<file path="config.mk">
export PLATFORM = sky130hd
export DESIGN_NAME = dcache_refill_buf
export DESIGN_NICKNAME = d
export VERILOG_FILES = /design/src/hw/dcache_pkg.sv /design/src/hw/dcache_refill_buf.sv
export SDC_FILE = /design/constraint.sdc
export NUM_CORES = 1
export LEC_CHECK = 0
export BUFFER_PORTS_ARGS = -buffer_cell sky130_fd_sc_hd__buf_2
export CAP_MARGIN = 10
export CORE_ASPECT_RATIO = 1.5
export CORE_MARGIN = 1
export CORE_UTILIZATION = 42
export DETAILED_ROUTE_END_ITERATION = 16
export PLACE_DENSITY_LB_ADDON = 0.2
export SKIP_CTS_REPAIR_TIMING = 1
export SYNTH_ARGS = -nofsm -noshare
export SYNTH_HDL_FRONTEND = slang
export SYNTH_SLANG_ARGS = --single-unit
</file>
<file path="constraint.sdc">
create_clock -name clk -period 6 [get_ports clk]
set_input_delay 1.2 -clock clk [delete_from_list [all_inputs] [get_ports clk]]
set_output_delay 1.2 -clock clk [all_outputs]
set_load 0.1 [all_outputs]
</file>
<file path="src/hw/dcache_pkg.sv">
package dcache_pkg;

    // cache geometry
    localparam int num_ways       = 2;
    localparam int num_sets       = 16;
    localparam int words_per_line = 4;
    localparam int index_bits     = 4;
    localparam int offset_bits    = 4;
    localparam int tag_bits       = 24;

    // beats per burst minus one
    localparam logic [7:0] burst_length = 8'd3;

    typedef enum logic [2:0] {
        idle,
        lookup,
        miss,
        replace,
        refill,
        wait_write,
        extra_ready
    } fsm_state_e;

    typedef enum logic {
        op_read,
        op_write
    } mem_op_e;

    typedef struct packed {
        mem_op_e     op;
        logic [31:0] addr;
        logic [31:0] wdata;
        logic [3:0]  wstrb;
        logic        uncache;
    } cpu_req_t;

    typedef struct packed {
        logic [31:0] addr;
        logic [7:0]  length;
        logic [2:0]  size;
    } mem_rd_req_t;

    typedef struct packed {
        logic [31:0] addr;
        logic [31:0] data;
        logic [3:0]  strb;
        logic [2:0]  size;
    } mem_wr_req_t;

endpackage

</file>
<file path="src/hw/dcache_refill_buf.sv">
`timescale 1ns/1ps

module dcache_refill_buf (
    input  logic                 clk,
    input  logic                 rstn,
    input  logic                 req_valid,
    input  dcache_pkg::cpu_req_t req,
    input  logic                 rbuf_we,
    input  logic                 r_valid,
    input  logic                 r_data_ready,
    input  logic                 r_last,
    input  logic [31:0]          r_data,
    output dcache_pkg::cpu_req_t rbuf,
    output logic [127:0]         fill_line,
    output logic [31:0]          fill_word,
    output logic                 fill_finish
);
    import dcache_pkg::*;

    logic                   accept;
    logic                   beat;
    logic [offset_bits-3:0] beat_cnt;
    logic [offset_bits-3:0] word_sel;
    logic [31:0]            line_q [words_per_line];

    assign accept      = rbuf_we && req_valid;
    assign beat        = r_valid && r_data_ready;
    assign fill_finish = beat && r_last;

    always_ff @(posedge clk) begin
        if (accept) rbuf <= req;
        if (beat) line_q[beat_cnt] <= r_data;
    end

    // beat position, restarts with every new request
    always_ff @(posedge clk) begin
        if (!rstn || accept) begin
            beat_cnt <= '0;
        end else if (beat) begin
            beat_cnt <= beat_cnt + 1'b1;
        end
    end

    // line as written into the arrays, including the beat arriving now
    always_comb begin
        for (int k = 0; k < words_per_line; k++) begin
            fill_line[32*k +: 32] = (beat && beat_cnt == (offset_bits-2)'(k)) ? r_data : line_q[k];
        end
    end

    // uncached reads return a single beat in word 0
    assign word_sel  = rbuf.uncache ? '0 : rbuf.addr[offset_bits-1:2];
    assign fill_word = line_q[word_sel];

endmodule

</file>
==> results by group <==
Cells and area
  • Area delta synth->final: 24.40%
  • Layout cell share with drive strength beyond 1: 57.53%
  • Layout fillers: 1858
  • FF+latch area: 0.005986 mm2
  • Nets: 991
  • Footprint of the multi-input gates: 0.002975 mm2

Power and ir drop
  • Switch share: 35.21%
  • Pint: 0.002294 W
  • Max rail drop VDD: 247.6 uV
  • Seq pwr share: 45.4%
  • Clock share of power: 30.0%
  • P_leak: 4.984 nW
  • Cell Pwr Density: 304.9 mW/mm2
  • Comb power frac: 24.6%
  • Sw Pwr: 0.001247 W

Synth
  • Synth Area per Inst: 17.07 um2
  • Ys flop type: edfxtp_1
  • Synthesized Nets: 660
  • Post-Syn Area: 0.009336 mm2
  • Cell count after synthesis: 547
  • Yosys reg bits: 200
  • EDFF count, synth: 198
  • Asr flop ratio synth: 0%
  • Yosys Warn Count: 0
  • Yosys cell types: 23
  • Seq/Total Area, Yosys: 64.11%

Placement
  • HPWL after detailed placement: 16.78 mm
  • Gpl congestion: 0.7858
  • Setup WS pre-CTS: 2141 ps
  • I/O Buffers: 339

Worst setup path
  • CP cell instances: nand2b_2 -> buf_4 -> a211oi_1 -> a31oi_1 -> buf_2
  • Crit-path slowest cell: nand2b_2
  • Crit Reg-Reg Startpoint: beat_cnt[1]$_SDFFE_PP0P_
  • CP endpoint: fill_word[19]
  • Worst Path Required: 4800 ps
  • Crit Path Category: flop to primary output
  • Register-to-register setup slack: 3620 ps
  • Worst-path fanout max: 34
  • Worst r2r dst: line_q[1][19]$_DFFE_PP_
  • Worst path max stage delay: 680 ps
  • Crit path launch type: flop
  • Worst setup EP type: primary output
  • Crit path DAT: 2900 ps
  • Worst R2R Path Depth: 5
  • Crit path from: rbuf[0]$_DFFE_PP_

Route
  • DRC marker count from the first detailed-route iteration: 227
  • DR vias: 5959
  • Routed WL: 24.74 mm
  • Post-route DRC: 0
  • Detailed Routing Iterations Pass 1: 4
  • WL/cell: 21.25 um
  • Vias per cell: 5.119
  • Antenna-violating nets left: 0

Timing
  • Pins over their slew limit: 0
  • Final setup fails: 0
  • Relative slew slack: 31.22%
  • Layout Skew: 7.640 ps
  • Worst-Margin Slew: 1030 ps
  • Tcrit/Tclk final: 68.30%
  • TNS Setup: 0 ps
  • Crit path setup slack, layout: 1902 ps
  • Fmax: 0.2440 GHz
  • Fin crit period: 4098 ps
  • RSZ-0062 raised after global routing: false
  • Hold Fails Final Rpt: 0

CTS
  • CTS tree: built
  • CTS Buf Count: 17
  • H-tree depth: 4
  • Clock root buffer: clkbuf_16
  • Clock tree buffer depth: 2
  • Clock transition at the registers of the reported paths: 70 ps
  • Clk_lat worst skew: 440 ps
  • Clk sinks: 200

Floorplan
  • Initial Util: 42.99%
  • # rows: 66
  • Die Width: 123.7 um
  • Die area: 0.02284 mm2
  • Die Y: 184.6 um
  • I/O Pins: 340
  • Core outline area: 0.02172 mm2

Outcome
  • Status: complete, no violations

Run
  • Max Cap Violations: 0

GRT
  • First-pass GRT wire length: 35.22 mm
  • Grt ovf: 0
  • Pin count of the biggest net entering global routing: 60
  • Vias in the first global route: 6143
  • Antenna violations before repair: 4
  • Total track usage: 21.79%

Worst hold path
  • HP Start: beat_cnt[1]$_SDFFE_PP0P_
  • Worst Hold Class: flop to flop
-- cell families after synthesis --
kind of cell | after synthesis | synth area share (%)
AOI/OAI and AO/OA | 64 | 4.717
xor gates and xnor gates | 1 | 0.09383
adders and majority gates | 4 | 0.5361
buffers and inverters | 40 | 4.168
DFF | 200 | 64.11
muxes | 129 | 20.21
and+or+nand+nor | 109 | 6.165
-- worst max-delay path: cells and delay by family (launching register included) --
family	cells	cell delay, ps
buffers and inverters	2	960
AND/OR/NAND/NOR	1	680
flip-flops	1	440
AO/OA/AOI/OAI	2	360
-- placed cells by master, fill, tap and decap left out, drive strengths merged --
master and n:
bufinv 1, buf 346, nand2b 3, clkinvlp 2, nor2 2, clkinv 13
mux2i 1, nand2 68, diode 2, mux2 128, clkbuf 18, a211oi 32
and2 2, nor2b 33, edfxtp 198, ha 4, dfxtp 2, xnor2 1
inv 3, a31oi 32, and3 1
-- through the flow --
step                      area (um2)  instances  power, W  hold slack (ps)  util [%]
final                          11610       1164  0.003541            572.7     53.48
after global routing           11610       1163  0.003646            613.2     53.47
after CTS                      11610       1162  0.003575            584.4     53.46
after detailed placement       11070       1131  0.002514            574.6     50.99
after global placement         11070       1131  0.002512            569.5     50.99
after floorplan                 9336        547  0.002360            513.6         -
-- power by group through the flow --
stage	combinational, W	sequential [W]	clock, W
after global placement	0.000874	0.00164	0
after global routing	0.000900	0.00161	0.00113
after floorplan	0.000493	0.00187	0
after CTS	0.000875	0.00161	0.00109
final	0.000870	0.00161	0.00106
after detailed placement	0.000875	0.00164	0
-- per-layer routing --
metal	part of all wire, %	track usage [%]
met5	0.053	0
met4	1.4	7.325
met3	8.3	7.333
met2	53	39.56
met1	38	23.06
-- cell usage after synthesis (2+ instances only) --
cell type / instances / area (um2)
inv_1: 6 / 22.52
clkbuf_1: 6 / 22.52
nor2_1: 2 / 7.510
edfxtp_1: 198 / 5946
mux2_4: 116 / 1742
nand2_1: 64 / 240.2
buf_4: 4 / 30.03
mux2_2: 12 / 135.1
dfxtp_1: 2 / 40.04
nor2b_1: 33 / 206.5
buf_2: 10 / 50.05
nand2b_1: 3 / 18.77
a211oi_1: 32 / 240.2
ha_1: 4 / 50.05
a31oi_1: 32 / 200.2
buf_12: 13 / 260.3
nand2_8: 4 / 80.08
-- layout make-up --
class / count / area share [%]
clock buffers: 18 / 3.695
clock inverters: 13 / 0.9264
repair buffers: 346 / 15.06
inverters: 6 / 0.1939
diodes: 2 / 0.04309
multi-input cells: 307 / 25.62
well taps: 272 / 2.930
flip-flops and latches: 200 / 51.54
-- flip-flops by register name (all words and copies together) (netlist names) --
| signal | flops |
|---|---|
| rbuf | 70 |
| beat_cnt | 2 |
| line_q | 128 |
-- worst min path at each step --
stage          slack [ps]                        to  cells past startpoint
3_5_place_dp          570  beat_cnt[1]$_SDFFE_PP0P_                      2
2_1_floorplan         510  beat_cnt[1]$_SDFFE_PP0P_                      2
4_1_cts               580  beat_cnt[1]$_SDFFE_PP0P_                      2
3_3_place_gp          570  beat_cnt[1]$_SDFFE_PP0P_                      2
6_report              570  beat_cnt[1]$_SDFFE_PP0P_                      2
5_1_grt               610  beat_cnt[0]$_SDFFE_PP0P_                      2
(Power assumes the default switching activity.)
