<file path="config.mk">
export PLATFORM = sky130hd
export DESIGN_NAME = dcache_main_fsm
export DESIGN_NICKNAME = d
export VERILOG_FILES = /design/src/hw/dcache_pkg.sv /design/src/hw/dcache_main_fsm.sv
export SDC_FILE = /design/constraint.sdc
export NUM_CORES = 1
export LEC_CHECK = 0
export BUFFER_PORTS_ARGS = -buffer_cell sky130_fd_sc_hd__buf_2
export CAP_MARGIN = 20
export CORE_AREA = 2 2 81 83
export DETAILED_ROUTE_END_ITERATION = 6
export DIE_AREA = 0 0 83 85
export SYNTH_ARGS = -nofsm -noshare
export SYNTH_HDL_FRONTEND = slang
export SYNTH_SLANG_ARGS = --single-unit
</file>
<file path="constraint.sdc">
create_clock -name clk -period 1.98 [get_ports clk]
set_clock_uncertainty 0.1 [all_clocks]
set_input_delay 0.099 -clock clk [delete_from_list [all_inputs] [get_ports clk]]
set_output_delay 0.099 -clock clk [all_outputs]
set_load 0.005 [all_outputs]
</file>
<file path="src/hw/dcache_pkg.sv">
package dcache_pkg;

    // cache geometry
    localparam int num_ways       = 2;
    localparam int num_sets       = 16;
    localparam int words_per_line = 4;
    localparam int index_bits     = 4;
    localparam int offset_bits    = 4;
    localparam int tag_bits       = 24;

    // beats per burst minus one
    localparam logic [7:0] burst_length = 8'd3;

    typedef enum logic [2:0] {
        idle,
        lookup,
        miss,
        replace,
        refill,
        wait_write,
        extra_ready
    } fsm_state_e;

    typedef enum logic {
        op_read,
        op_write
    } mem_op_e;

    typedef struct packed {
        mem_op_e     op;
        logic [31:0] addr;
        logic [31:0] wdata;
        logic [3:0]  wstrb;
        logic        uncache;
    } cpu_req_t;

    typedef struct packed {
        logic [31:0] addr;
        logic [7:0]  length;
        logic [2:0]  size;
    } mem_rd_req_t;

    typedef struct packed {
        logic [31:0] addr;
        logic [31:0] data;
        logic [3:0]  strb;
        logic [2:0]  size;
    } mem_wr_req_t;

endpackage

</file>
<file path="src/hw/dcache_main_fsm.sv">
`timescale 1ns/1ps

module dcache_main_fsm (
    input  logic                    clk,
    input  logic                    rstn,
    input  logic                    req_valid,
    input  dcache_pkg::cpu_req_t    rbuf,
    input  logic [1:0]              hit,
    input  logic [1:0]              lru_way,
    input  logic                    r_rdy,
    input  logic                    w_rdy,
    input  logic                    fill_finish,
    input  logic                    w_finish,
    output logic                    rbuf_we,
    output logic [1:0]              way_we,
    output logic [1:0]              fill_we,
    output logic                    lru_update,
    output logic                    r_data_ready,
    output logic                    r_req,
    output logic                    w_req,
    output dcache_pkg::mem_rd_req_t rd_req,
    output dcache_pkg::mem_wr_req_t wr_req,
    output logic                    cache_ready,
    output logic                    data_valid,
    output logic                    rdata_sel
);
    import dcache_pkg::*;

    fsm_state_e state_q;
    fsm_state_e state_d;
    logic       cache_hit;
    logic       is_store;
    logic [2:0] strb_size;

    assign cache_hit = (|hit) && !rbuf.uncache;
    assign is_store  = (rbuf.op == op_write);

    // access size from the byte strobe
    always_comb begin
        case (rbuf.wstrb)
            4'b0001, 4'b0010, 4'b0100, 4'b1000: strb_size = 3'd0;
            4'b0011, 4'b1100: strb_size = 3'd1;
            default: strb_size = 3'd2;
        endcase
    end

    always_ff @(posedge clk) begin
        if (!rstn) begin
            state_q <= idle;
        end else begin
            state_q <= state_d;
        end
    end

    always_comb begin
        state_d = state_q;
        case (state_q)
            idle: begin
                if (req_valid) state_d = lookup;
            end
            lookup: begin
                if (is_store) begin
                    state_d = miss;
                end else if (cache_hit) begin
                    state_d = req_valid ? lookup : idle;
                end else begin
                    state_d = replace;
                end
            end
            miss: begin
                if (w_rdy) state_d = wait_write;
            end
            replace: begin
                if (r_rdy) state_d = refill;
            end
            refill: begin
                if (fill_finish) state_d = extra_ready;
            end
            wait_write: begin
                if (w_finish) state_d = extra_ready;
            end
            extra_ready: begin
                state_d = req_valid ? lookup : idle;
            end
            default: state_d = idle;
        endcase
    end

    always_comb begin
        rbuf_we      = 1'b0;
        way_we       = 2'b00;
        fill_we      = 2'b00;
        lru_update   = 1'b0;
        r_data_ready = 1'b0;
        r_req        = 1'b0;
        w_req        = 1'b0;
        cache_ready  = 1'b0;
        data_valid   = 1'b0;
        rdata_sel    = 1'b0;
        case (state_q)
            idle: begin
                cache_ready = 1'b1;
                rbuf_we     = req_valid;
            end
            lookup: begin
                rdata_sel = 1'b1;
                if (is_store) begin
                    // write-through, update only on a cached hit
                    way_we     = rbuf.uncache ? 2'b00 : hit;
                    lru_update = cache_hit;
                end else if (cache_hit) begin
                    data_valid  = 1'b1;
                    cache_ready = 1'b1;
                    rbuf_we     = req_valid;
                    lru_update  = 1'b1;
                end
            end
            miss: w_req = 1'b1;
            replace: r_req = 1'b1;
            refill: begin
                r_data_ready = 1'b1;
                if (fill_finish && !rbuf.uncache) begin
                    fill_we    = lru_way;
                    lru_update = 1'b1;
                end
            end
            extra_ready: begin
                data_valid  = 1'b1;
                cache_ready = 1'b1;
                rbuf_we     = req_valid;
            end
            default: ;
        endcase
    end

    always_comb begin
        rd_req.addr   = rbuf.uncache ? rbuf.addr : {rbuf.addr[31:offset_bits], {offset_bits{1'b0}}};
        rd_req.length = rbuf.uncache ? 8'd0 : burst_length;
        rd_req.size   = rbuf.uncache ? strb_size : 3'd2;
        wr_req.addr   = rbuf.addr;
        wr_req.data   = rbuf.wdata;
        wr_req.strb   = rbuf.wstrb;
        wr_req.size   = strb_size;
    end

    a_one_mem_req: assert property (@(posedge clk) disable iff (!rstn)
        !(r_req && w_req));

    a_no_resp_idle: assert property (@(posedge clk) disable iff (!rstn)
        (state_q == idle) |-> !data_valid);

endmodule

</file>
==> flow_summary.json <==
{
  "dpl.hpwl_um": 2110,
  "clock_sink_count": 3,
  "fillers": 711,
  "reg2reg_depth": 4,
  "drc_errors": 0,
  "grt_pass1_vias": 787,
  "largest_register": "state_q",
  "die_w_um": 83,
  "min_to": "state_q[2]$_SDFFE_PN0P_",
  "synth_area_um2": 1290,
  "largest_reg_flops": 3,
  "r2r-end": "state_q[1]$_SDFFE_PN0P_",
  "yosysSeqAreaShare": 0.0466,
  "required_ns": 1.78,
  "coreArea_um2": 6200,
  "wl_per_cell_um": 12.2,
  "chipHeight_um": 85,
  "synth.yosys.warnings": 0,
  "synthCells": 171,
  "insertion_delay_ns": 0.22,
  "leakagePower_nw": 0.461,
  "grt_overflow": 0,
  "powerDensity_nw_per_um2": 869,
  "io_pins": 207,
  "layout.nets": 211,
  "r2r_start": "state_q[2]$_SDFFE_PN0P_",
  "synth_top_area_frac": 0.623,
  "endpoint_kind": "output port",
  "routed-via-count": 775,
  "start_kind": "flop",
  "vias_per_cell": 3.80,
  "cts_tree": "done",
  "cts-resized-gates": 0,
  "clkTransAtPathRegs_ns": 0.03,
  "finalHoldViolations": 0,
  "maxCapViolations": 0,
  "cts_hold_buf": 0,
  "hold_depth": 3,
  "syn_area_per_cell_um2": 7.54,
  "grtUsageMet1": 0.0497,
  "fin_crit_sh": 0.903,
  "hold_path.class": "input pin to flop",
  "row_count": 29,
  "slew_viol_final": 0,
  "reg2reg_slack_ns": 0.41,
  "path_max_fanout": 9,
  "gp_congestion": 0.784,
  "grt.busiest_layer": "met2",
  "drive_gt1_frac": 0.508,
  "antenna_found_initial": 0,
  "outcome": "finished clean",
  "die_area_um2": 7060,
  "cts_max_path_buffers": 2,
  "top_regs": "state_q x3",
  "area_delta_synth_final_pct": -29.4,
  "grt_pass1_wl_um": 3750,
  "rsz0062_at_grt": "false",
  "grt_util_all_layers": 0.0671,
  "htree_levels": 1,
  "finalCriticalPeriod_ns": 1.79,
  "ir_drop_mv": 0.224,
  "port_buffers": 50,
  "totalNegativeSetupSlack_ns": 0,
  "fin_util": 0.147,
  "cts_root_buf": "clkbuf_8",
  "synth.distinct_cells": 31,
  "ys_ff_latch": 3,
  "use_met3": 0.0399,
  "hp-start": "rstn",
  "setup_viol": 0,
  "drt_wl_total_um": 2490,
  "drtIter0Drc": 12,
  "ant_nets": 0,
  "initial_utilization": 0.208,
  "cts_buffers": 3,
  "cts_setup_buffers": 0,
  "use_met2": 0.107,
  "synth_area_leaders": "buf_4, dfxtp_1, and2_1",
  "critPathArrivalTime_ns": 1.59,
  "dr.pass1.iters": 4,
  "synth_top_area_cell": "buf_4",
  "fmax_mhz": 559,
  "grt_max_degree": 11,
  "worstSetupPathType": "flop to output port"
}
[area by class of cell]
type                    count  area [um^2]  area share
inverters                   4         15.0      0.0165
repair buffers             52          265       0.292
flip-flops and latches      3         60.1      0.0660
diodes                      1         2.50     0.00275
multi-input cells          63          425       0.468
clock buffers               4         45.0      0.0495
well taps                  77         96.3       0.106
[worst max-delay path: stages, from the launching register on]
cell and delay [ns]:
dfxtp_1 0.51, inv_2 0.09, nor3_2 0.38, and4_1 0.28, buf_2 0.12
[how the worst max path moves through the flow]
stage,startpoint,endpoint,slack (ns)
2_1_floorplan,state_q[1]$_SDFFE_PN0P_,state_q[1]$_SDFFE_PN0P_,0.41
3_3_place_gp,state_q[2]$_SDFFE_PN0P_,state_q[1]$_SDFFE_PN0P_,0.43
3_5_place_dp,state_q[2]$_SDFFE_PN0P_,state_q[1]$_SDFFE_PN0P_,0.39
4_1_cts,state_q[0]$_SDFFE_PN0P_,way_we[1],0.18
5_1_grt,state_q[0]$_SDFFE_PN0P_,way_we[1],0.06
6_report,state_q[0]$_SDFFE_PN0P_,way_we[1],0.19
[through the flow]
stage                     hold slack (ns)  instance area [um^2]  setup slack [ns]  cells  power [mW]
after floorplan                     0.140                  1320             0.414    178       0.636
after global placement             0.0980                   862             0.430    199       0.610
after detailed placement           0.0980                   862             0.394    199       0.621
after CTS                          0.0892                   907             0.177    203       0.806
after global routing               0.0980                   907            0.0597    203       0.859
final                              0.0910                   910             0.192    204       0.791
[layout by cell type, fill, tap and decap left out, drive strengths merged, types with 2 or more instances in the layout]
cell type,netlist,routed
buf,108,52
conb,1,8
nor2,7,7
and2,7,7
nor3,5,5
nand3,4,4
nand2,4,4
a21oi,4,4
inv,4,4
clkbuf,0,4
ha,3,3
dfxtp,3,3
nand2b,3,3
and4,2,2
a21o,2,2
or3,2,2
mux2,2,2
[cell families after synthesis]
kind of cell	after synthesis	synth area share
adders and majority gates	3	0.0291
and+or+nand+nor	35	0.150
other	1	0.00291
buffers and inverters	112	0.644
AOI/OAI and AO/OA	13	0.0932
muxes	3	0.0282
DFF	3	0.0466
xor gates and xnor gates	1	0.00680
[layer usage]
metal | vias up | share of wire
met3 | 39 | 0.15
met2 | 59 | 0.45
li1 | 349 | -
met4 | 0 | 0.094
met1 | 328 | 0.31
met5 | - | 0
[synth_stat cells (all sizes together)]
| cell type | instances |
|---|---|
| a21o | 2 |
| a21oi | 4 |
| a32o | 1 |
| and2 | 7 |
| and3 | 1 |
| and4 | 2 |
| buf | 108 |
| conb | 1 |
| dfxtp | 3 |
| ha | 3 |
| inv | 4 |
| mux2 | 2 |
| mux2i | 1 |
| nand2 | 4 |
| nand2b | 3 |
| nand3 | 4 |
| nor2 | 7 |
| nor3 | 5 |
| o21a | 1 |
| o221ai | 1 |
| o22ai | 1 |
| o31ai | 1 |
| o32ai | 1 |
| o41ai | 1 |
| or3 | 2 |
| xnor2 | 1 |
[where the power goes]
group	internal [mW]	switching, mW	total [mW]
Combinational	0.241	0.258	0.498
Clock	0.137	0.0403	0.178
Sequential	0.0841	0.0310	0.115
Total	0.462	0.329	0.791
Note: power is estimated with default switching activity, not from simulation.
